$ cat config.mk
export PLATFORM = sky130hd
export DESIGN_NAME = csr_unit
export DESIGN_NICKNAME = d
export VERILOG_FILES = /design/src/csr_pkg.sv /design/src/trap_ctrl.sv /design/src/trap_bank.sv /design/src/csr_read_mux.sv /design/src/csr_unit.sv
export SDC_FILE = /design/constraint.sdc
export NUM_CORES = 2
export LEC_CHECK = 0
export ABC_AREA = 1
export BUFFER_PORTS_ARGS = -buffer_cell sky130_fd_sc_hd__buf_4
export CORE_MARGIN = 2
export CORE_UTILIZATION = 45
export CTS_BUF_LIST = sky130_fd_sc_hd__clkbuf_4 sky130_fd_sc_hd__clkbuf_8 sky130_fd_sc_hd__clkbuf_16
export CTS_CLUSTER_SIZE = 30
export DETAILED_ROUTE_END_ITERATION = 7
export SYNTH_ARGS = -nofsm -noshare
export SYNTH_HDL_FRONTEND = slang
export SYNTH_SLANG_ARGS = --single-unit
$ cat constraint.sdc
create_clock -name clk -period 3.9 [get_ports clk]
set_clock_uncertainty 0.15 [all_clocks]
set_input_delay 0.78 -clock clk [delete_from_list [all_inputs] [get_ports clk]]
set_output_delay 0.78 -clock clk [all_outputs]
set_load 0.05 [all_outputs]
$ cat src/csr_pkg.sv
package csr_pkg;

    // one register or pc word
    typedef logic [63:0] xlen_t;
    typedef logic [11:0] csr_addr_t;

    // register select inside one trap bank
    typedef logic [2:0] reg_sel_t;

    // redirect kind from the trap controller
    typedef logic [1:0] redir_t;

    typedef enum logic [1:0] {
        PRIV_U = 2'b00,
        PRIV_S = 2'b01,
        PRIV_M = 2'b11
    } priv_e;

    typedef struct packed {
        logic  valid;
        xlen_t cause;
        xlen_t epc;
        xlen_t tval;
    } except_t;

    typedef struct packed {
        logic     trap;
        xlen_t    epc;
        xlen_t    cause;
        xlen_t    tval;
        reg_sel_t wr_sel;
        logic     wr_en;
        xlen_t    wr_data;
    } bank_upd_t;

    typedef struct packed {
        xlen_t tvec;
        xlen_t scratch;
        xlen_t epc;
        xlen_t cause;
        xlen_t tval;
    } bank_regs_t;

    typedef struct packed {
        logic [1:0] mpp;
        logic       spp;
        logic       mpie;
        logic       spie;
        logic       mie;
        logic       sie;
    } status_t;

    // bank index follows csr address bit 9
    localparam int NUM_BANKS = 2;
    localparam int BANK_S    = 0;
    localparam int BANK_M    = 1;

    localparam reg_sel_t BANK_TVEC    = 3'd0;
    localparam reg_sel_t BANK_SCRATCH = 3'd1;
    localparam reg_sel_t BANK_EPC     = 3'd2;
    localparam reg_sel_t BANK_CAUSE   = 3'd3;
    localparam reg_sel_t BANK_TVAL    = 3'd4;

    localparam redir_t REDIR_NONE = 2'd0;
    localparam redir_t REDIR_TRAP = 2'd1;
    localparam redir_t REDIR_RET  = 2'd2;

    localparam csr_addr_t CSR_SSTATUS  = 12'h100;
    localparam csr_addr_t CSR_STVEC    = 12'h105;
    localparam csr_addr_t CSR_SSCRATCH = 12'h140;
    localparam csr_addr_t CSR_SEPC     = 12'h141;
    localparam csr_addr_t CSR_SCAUSE   = 12'h142;
    localparam csr_addr_t CSR_STVAL    = 12'h143;
    localparam csr_addr_t CSR_MSTATUS  = 12'h300;
    localparam csr_addr_t CSR_MEDELEG  = 12'h302;
    localparam csr_addr_t CSR_MTVEC    = 12'h305;
    localparam csr_addr_t CSR_MSCRATCH = 12'h340;
    localparam csr_addr_t CSR_MEPC     = 12'h341;
    localparam csr_addr_t CSR_MCAUSE   = 12'h342;
    localparam csr_addr_t CSR_MTVAL    = 12'h343;

endpackage

$ cat src/trap_ctrl.sv
module trap_ctrl (
    input  logic               clk,
    input  logic               rst,
    input  logic               valid_wb,
    input  logic               csr_we_wb,
    input  csr_pkg::csr_addr_t csr_addr_wb,
    input  csr_pkg::xlen_t     csr_val_wb,
    input  csr_pkg::xlen_t     pc_wb,
    input  logic [1:0]         csr_ret_wb,
    input  csr_pkg::except_t   except_wb,
    output csr_pkg::bank_upd_t bank_upd [csr_pkg::NUM_BANKS],
    output csr_pkg::status_t   status,
    output csr_pkg::xlen_t     medeleg,
    output csr_pkg::priv_e     priv,
    output logic               switch_mode,
    output csr_pkg::redir_t    redir_kind,
    output logic               redir_bank
);

    import csr_pkg::*;

    logic     exc;
    logic     deleg;
    logic     s_trap;
    logic     m_trap;
    logic     s_ret;
    logic     m_ret;
    logic     we;
    logic     wr_hit;
    reg_sel_t wr_sel;
    xlen_t    trap_epc;

    assign exc = except_wb.valid & valid_wb;
    assign we  = valid_wb & csr_we_wb;

    // causes above 63 never delegate
    assign deleg  = (except_wb.cause[63:6] == '0) & medeleg[except_wb.cause[5:0]];
    assign s_trap = exc & (priv == PRIV_S) & deleg;
    assign m_trap = exc & ~s_trap;

    // returns lose to a trap in the same cycle
    assign s_ret = csr_ret_wb[0] & ~exc;
    assign m_ret = csr_ret_wb[1] & ~exc;

    assign switch_mode = s_trap | m_trap | s_ret | m_ret;

    always_comb begin
        if (exc) begin
            redir_kind = REDIR_TRAP;
            redir_bank = m_trap;
        end else if (m_ret) begin
            redir_kind = REDIR_RET;
            redir_bank = 1'b1;
        end else if (s_ret) begin
            redir_kind = REDIR_RET;
            redir_bank = 1'b0;
        end else begin
            redir_kind = REDIR_NONE;
            redir_bank = 1'b0;
        end
    end

    // register within a bank, bank itself from address bit 9
    always_comb begin
        wr_hit = 1'b1;
        wr_sel = BANK_TVEC;
        case (csr_addr_wb)
            CSR_STVEC, CSR_MTVEC:       wr_sel = BANK_TVEC;
            CSR_SSCRATCH, CSR_MSCRATCH: wr_sel = BANK_SCRATCH;
            CSR_SEPC, CSR_MEPC:         wr_sel = BANK_EPC;
            CSR_SCAUSE, CSR_MCAUSE:     wr_sel = BANK_CAUSE;
            CSR_STVAL, CSR_MTVAL:       wr_sel = BANK_TVAL;
            default:                    wr_hit = 1'b0;
        endcase
    end

    assign trap_epc = except_wb.valid ? except_wb.epc : pc_wb;

    always_comb begin
        for (int k = 0; k < NUM_BANKS; k++) begin
            bank_upd[k].trap    = (k == BANK_M) ? m_trap : s_trap;
            bank_upd[k].epc     = trap_epc;
            bank_upd[k].cause   = except_wb.cause;
            bank_upd[k].tval    = except_wb.tval;
            bank_upd[k].wr_sel  = wr_sel;
            bank_upd[k].wr_en   = we & wr_hit & (int'(csr_addr_wb[9]) == k);
            bank_upd[k].wr_data = csr_val_wb;
        end
    end

    always_ff @(posedge clk) begin
        if (rst) begin
            priv   <= PRIV_M;
            status <= '0;
        end else if (m_trap) begin
            priv        <= PRIV_M;
            status.mpie <= status.mie;
            status.mie  <= 1'b0;
            status.mpp  <= priv;
        end else if (s_trap) begin
            priv        <= PRIV_S;
            status.spie <= status.sie;
            status.sie  <= 1'b0;
            status.spp  <= priv[0];
        end else if (m_ret) begin
            priv        <= priv_e'(status.mpp);
            status.mie  <= status.mpie;
            status.mpie <= 1'b1;
            status.mpp  <= 2'b00;
        end else if (s_ret) begin
            priv        <= status.spp ? PRIV_S : PRIV_U;
            status.sie  <= status.spie;
            status.spie <= 1'b1;
            status.spp  <= 1'b0;
        end else if (we && csr_addr_wb == CSR_MSTATUS) begin
            status.sie  <= csr_val_wb[1];
            status.mie  <= csr_val_wb[3];
            status.spie <= csr_val_wb[5];
            status.mpie <= csr_val_wb[7];
            status.spp  <= csr_val_wb[8];
            status.mpp  <= csr_val_wb[12:11];
        end else if (we && csr_addr_wb == CSR_SSTATUS) begin
            status.sie  <= csr_val_wb[1];
            status.spie <= csr_val_wb[5];
            status.spp  <= csr_val_wb[8];
        end
    end

    always_ff @(posedge clk) begin
        if (rst) begin
            medeleg <= '0;
        end else if (we && csr_addr_wb == CSR_MEDELEG) begin
            medeleg <= csr_val_wb;
        end
    end

    a_one_trap_bank: assert property (@(posedge clk) disable iff (rst)
        !(bank_upd[BANK_S].trap && bank_upd[BANK_M].trap))
        else $error("trap strobed into both banks");

    // an mret from a reserved mpp would land here
    a_priv_legal: assert property (@(posedge clk) disable iff (rst) priv != 2'b10)
        else $error("priv holds reserved level");

endmodule

$ cat src/trap_bank.sv
module trap_bank (
    input  logic                clk,
    input  logic                rst,
    input  csr_pkg::bank_upd_t  upd,
    output csr_pkg::bank_regs_t regs
);

    import csr_pkg::*;

    bank_regs_t regs_q;

    assign regs = regs_q;

    // software write first
    always_ff @(posedge clk) begin
        if (rst) begin
            regs_q <= '0;
        end else begin
            if (upd.wr_en) begin
                case (upd.wr_sel)
                    BANK_TVEC: begin
                        regs_q.tvec <= upd.wr_data;
                    end
                    BANK_SCRATCH: begin
                        regs_q.scratch <= upd.wr_data;
                    end
                    BANK_EPC: begin
                        regs_q.epc <= upd.wr_data;
                    end
                    BANK_CAUSE: begin
                        regs_q.cause <= upd.wr_data;
                    end
                    BANK_TVAL: begin
                        regs_q.tval <= upd.wr_data;
                    end
                    default: begin
                        regs_q.tvec <= regs_q.tvec;
                    end
                endcase
            end
            // trap loads come last so they override a same-cycle write
            if (upd.trap) begin
                regs_q.epc   <= upd.epc;
                regs_q.cause <= upd.cause;
                regs_q.tval  <= upd.tval;
            end
        end
    end

    a_trap_wins: assert property (@(posedge clk) disable iff (rst)
        (upd.trap && upd.wr_en) |=>
            (regs.epc == $past(upd.epc)) &&
            (regs.cause == $past(upd.cause)) &&
            (regs.tval == $past(upd.tval)))
        else $error("csr write overrode trap update");

endmodule

$ cat src/csr_read_mux.sv
module csr_read_mux (
    input  csr_pkg::csr_addr_t  csr_addr_id,
    input  csr_pkg::bank_regs_t banks [csr_pkg::NUM_BANKS],
    input  csr_pkg::status_t    status,
    input  csr_pkg::xlen_t      medeleg,
    input  csr_pkg::redir_t     redir_kind,
    input  logic                redir_bank,
    output csr_pkg::xlen_t      csr_val_id,
    output csr_pkg::xlen_t      pc_csr
);

    import csr_pkg::*;

    xlen_t      mstatus_view;
    xlen_t      sstatus_view;
    bank_regs_t s_regs;
    bank_regs_t m_regs;

    assign s_regs = banks[BANK_S];
    assign m_regs = banks[BANK_M];

    // architectural bit positions, everything else zero
    always_comb begin
        mstatus_view        = '0;
        mstatus_view[1]     = status.sie;
        mstatus_view[3]     = status.mie;
        mstatus_view[5]     = status.spie;
        mstatus_view[7]     = status.mpie;
        mstatus_view[8]     = status.spp;
        mstatus_view[12:11] = status.mpp;
    end

    // supervisor view hides the M fields
    always_comb begin
        sstatus_view    = '0;
        sstatus_view[1] = status.sie;
        sstatus_view[5] = status.spie;
        sstatus_view[8] = status.spp;
    end

    always_comb begin
        case (csr_addr_id)
            CSR_SSTATUS:  csr_val_id = sstatus_view;
            CSR_STVEC:    csr_val_id = s_regs.tvec;
            CSR_SSCRATCH: csr_val_id = s_regs.scratch;
            CSR_SEPC:     csr_val_id = s_regs.epc;
            CSR_SCAUSE:   csr_val_id = s_regs.cause;
            CSR_STVAL:    csr_val_id = s_regs.tval;
            CSR_MSTATUS:  csr_val_id = mstatus_view;
            CSR_MEDELEG:  csr_val_id = medeleg;
            CSR_MTVEC:    csr_val_id = m_regs.tvec;
            CSR_MSCRATCH: csr_val_id = m_regs.scratch;
            CSR_MEPC:     csr_val_id = m_regs.epc;
            CSR_MCAUSE:   csr_val_id = m_regs.cause;
            CSR_MTVAL:    csr_val_id = m_regs.tval;
            default:      csr_val_id = '0;
        endcase
    end

    // redirect target from the selected bank
    always_comb begin
        case (redir_kind)
            REDIR_TRAP: pc_csr = banks[redir_bank].tvec;
            REDIR_RET:  pc_csr = banks[redir_bank].epc;
            default:    pc_csr = '0;
        endcase
    end

endmodule

$ cat src/csr_unit.sv
module csr_unit (
    input  logic               clk,
    input  logic               rst,
    input  logic               valid_wb,
    input  logic               csr_we_wb,
    input  csr_pkg::csr_addr_t csr_addr_wb,
    input  csr_pkg::xlen_t     csr_val_wb,
    input  csr_pkg::csr_addr_t csr_addr_id,
    input  csr_pkg::xlen_t     pc_wb,
    input  logic [1:0]         csr_ret_wb,
    input  csr_pkg::except_t   except_wb,
    output csr_pkg::xlen_t     csr_val_id,
    output csr_pkg::xlen_t     pc_csr,
    output csr_pkg::priv_e     priv,
    output logic               switch_mode
);

    import csr_pkg::*;

    bank_upd_t  bank_upd  [NUM_BANKS];
    bank_regs_t bank_regs [NUM_BANKS];
    status_t    status;
    xlen_t      medeleg;
    redir_t     redir_kind;
    logic       redir_bank;

    trap_ctrl trap_ctrl_inst (
        .clk        (clk),
        .rst        (rst),
        .valid_wb   (valid_wb),
        .csr_we_wb  (csr_we_wb),
        .csr_addr_wb(csr_addr_wb),
        .csr_val_wb (csr_val_wb),
        .pc_wb      (pc_wb),
        .csr_ret_wb (csr_ret_wb),
        .except_wb  (except_wb),
        .bank_upd   (bank_upd),
        .status     (status),
        .medeleg    (medeleg),
        .priv       (priv),
        .switch_mode(switch_mode),
        .redir_kind (redir_kind),
        .redir_bank (redir_bank)
    );

    // bank 0 is supervisor, bank 1 machine
    for (genvar i = 0; i < NUM_BANKS; i++) begin : g_bank
        trap_bank trap_bank_inst (
            .clk (clk),
            .rst (rst),
            .upd (bank_upd[i]),
            .regs(bank_regs[i])
        );
    end

    csr_read_mux csr_read_mux_inst (
        .csr_addr_id(csr_addr_id),
        .banks      (bank_regs),
        .status     (status),
        .medeleg    (medeleg),
        .redir_kind (redir_kind),
        .redir_bank (redir_bank),
        .csr_val_id (csr_val_id),
        .pc_csr     (pc_csr)
    );

endmodule

==> metrics.cfg <==
[synthesis]
synthTopCellsByCount=nand3_1, nand2_1, inv_1
synthDistinctLibCells=46
syn_nets=6071
synth-async-reset-ratio_pct=0
syn_area_um2=38400
synth_warnings=0
yosysTopAreaCell=dfxtp_1
synth_area_per_cell_um2=6.72
ys_seq_area_share_pct=37.1
ys_top_cells_by_area=dfxtp_1, nand3_1, nand2_1
synth_top_area_share_pct=37.1
synth.most_common_cell=nand3_1
synth_seq_cells=713
synthFlopType=dfxtp_1
syn_inst=5720
synth-edff-count=0

[final_layout]
diodes=0
layout-area-overhead-vs-synth_pct=28.8
num-nets-final=6470
final_area_um2=49500
drive_gt1_share_pct=21.0

[critical_path]
arrival_ps=3070
cp-endpoint=pc_csr[35]
path_buf_inv=6
r2r-end=g_bank[1].trap_bank_inst.regs[161]$_SDFFE_PP0P_
worstReg2RegStart=trap_ctrl_inst.priv[1]$_SDFFE_PP1P_
cp_cell_sequence=buf_6 > clkinvlp_4 > buf_4 > nand3_1 > nand2_1 > nand2_1 > nand2_1 > nand2_1 > nand3_2 > nand3_4 > buf_6 > buf_16 > a21oi_1 > o21ai_1 > nand2_1 > buf_4
required_ps=2970
startpoint=except_wb[130]
end_kind=output pin
cpMostUsedCell=nand2_1
slowest_delay_ps=270
reg2reg_depth=15
slowest_stage=buf_16
crit_family=buffers and inverters
path_depth=16
cp_max_fo=63
cp-start-kind=primary input
reg2reg_slack_ps=680
critical_path_class=in2out

[floorplan]
die-area_um2=87800
die-height_um=296
row_count=107
io-pin-count=482
die-width_um=296
core_area_um2=84900
start_util_pct=45.3

[grt]
grt_pass1_vias=39206
grt_pass1_wl_mm=244
antenna_found_initial=3
grt_overflow=0
grt_max_degree=156
grt_usage_pct=36.1

[clock_network]
clock-sinks=713
cts_buffers=80
clk_latency_ps=630
root_buffer=clkbuf_16
cts.htree.levels=3
clkTransAtPathRegs_ps=60
cts_tree=yes
cts_buffer_depth=3

[timing]
max_freq_ghz=0.250
drv_slew=0
setup_violations=41
slew-limit-headroom_pct=26.6
setup_slack_ps=-95.8
worst-slew-pin-transition_ps=1100
min_period_ps=4000
hold_viol=0
rsz0062_at_grt=yes
timing.final.crit_share_pct=102

[min_path]
hold_class=reg2reg

[power_and_ir_drop]
power_mw=17.5
pwr_density_cell_nw_per_um2=354
p_leak_nw=22.4
peakVddDrop_v=0.000337

[detailed_routing]
routed_wl_mm=166
dr_wl_met3_mm=17.9
wl_met2_mm=74.0
dr_total_vias=42835
wl_met1_mm=67.7
avgRoutedWirePerCell_um=22.7
drt_iter0_drc=4704
dr.max_layer_used=met5
postRouteAntennaNets=0
drc_errors=0
firstDrtPassIters=8
viasPerCell=5.85

[flow_run]
cap_violations=0

[placed_design]
portBuffers=481
placed_area_um2=44900
dp_hpwl_mm=107
gp_congestion=0.918

[run_status]
outcome=complete, but fails checks
failed_checks=negative setup slack

## where the power goes
group          internal, mW  switching [mW]  total, mW  leakage, nW
Clock                  4.91            3.28       8.19         1.42
Combinational         0.737            1.15       1.89         15.2
Sequential             7.39          0.0647       7.45         5.77
## registers in the layout, summed over array words and instances (netlist names)
name / count
g_bank.trap_bank_inst.regs: 640
trap_ctrl_inst.medeleg: 64
trap_ctrl_inst.priv: 2
trap_ctrl_inst.status: 7
## cell families after synthesis
logic type,share of synthesized area (%)
simple gates,27.9
buf+inv,13.9
compound gates,19.2
flops,37.1
mux,1.87
## layout by cell type (no fill, tap or decap), drive strengths merged
cell type / n
a211oi: 130
a21oi: 352
a221oi: 149
a22o: 12
a31o: 1
a31oi: 9
and2: 2
and3: 1
buf: 847
bufinv: 8
clkbuf: 125
clkinv: 20
clkinvlp: 3
dfxtp: 713
inv: 765
mux2: 64
nand2: 996
nand3: 1146
nand3b: 2
nand4: 10
nor2: 227
nor3: 30
nor3b: 1
nor4: 12
o2111ai: 1
o211ai: 37
o21ai: 443
o221ai: 2
o22ai: 71
or2: 4
## worst min-delay path by stage
stage                                               startpoint                                              end  slack, ps  depth (start not counted)
6_report       g_bank[0].trap_bank_inst.regs[240]$_SDFFE_PP0P_  g_bank[0].trap_bank_inst.regs[240]$_SDFFE_PP0P_        300                          2
5_1_grt                                          except_wb[44]   g_bank[0].trap_bank_inst.regs[44]$_SDFFE_PP0P_        300                          5
4_1_cts                                          except_wb[34]   g_bank[0].trap_bank_inst.regs[34]$_SDFFE_PP0P_        270                          5
3_5_place_dp   g_bank[0].trap_bank_inst.regs[240]$_SDFFE_PP0P_  g_bank[0].trap_bank_inst.regs[240]$_SDFFE_PP0P_        290                          2
3_3_place_gp   g_bank[0].trap_bank_inst.regs[252]$_SDFFE_PP0P_  g_bank[0].trap_bank_inst.regs[252]$_SDFFE_PP0P_        280                          2
2_1_floorplan  g_bank[0].trap_bank_inst.regs[193]$_SDFFE_PP0P_  g_bank[0].trap_bank_inst.regs[193]$_SDFFE_PP0P_        270                          2
## tightest hold or removal path, delay by kind of cell, from the launching register on
kind                   cells  cell delay (ps)
AOI/OAI and AO/OA          1               50
buffers and inverters      1               60
DFF                        1              300
## repair_timing
| action | 4_1_cts | 5_1_grt |
|---|---|---|
| resized for setup | 215 | 154 |
| setup endpoints to repair | 128 | 91 |
| gates cloned | 6 | 7 |
| hold buffers | 0 | 0 |
| pin swaps | 28 | 13 |
| setup buffers | 17 | 13 |
## area by class of cell
type / count / area (um^2)
sequential: 713 / 14300
multi-input combinational: 3702 / 19800
clock buffer: 118 / 2460
clock inverter: 28 / 354
inverter: 768 / 2930
fill: 8255 / 35400
tap: 1144 / 1430
timing repair buffer: 854 / 8320
## per-stage QoR
stage | utilization, % | TNS [ps] | std cells | hold WS (ps) | worst slack, ps
after floorplan | - | 0 | 5720 | 275 | 34.5
after global placement | 52.9 | -36340 | 7140 | 284 | -574
after detailed placement | 52.9 | -35300 | 7140 | 292 | -546
after CTS | 57.4 | -221 | 7308 | 273 | -38.0
after global routing | 58.4 | -7010 | 7327 | 300 | -174
final | 58.4 | -1490 | 7327 | 298 | -95.8
## metal layers
layer / global-route usage (%) / up-vias
met5: 0 / -
met4: 13.8 / 8
met3: 7.30 / 354
met2: 57.0 / 2358
met1: 48.4 / 20176
li1: - / 19939
Note: power is estimated with default switching activity, not from simulation.
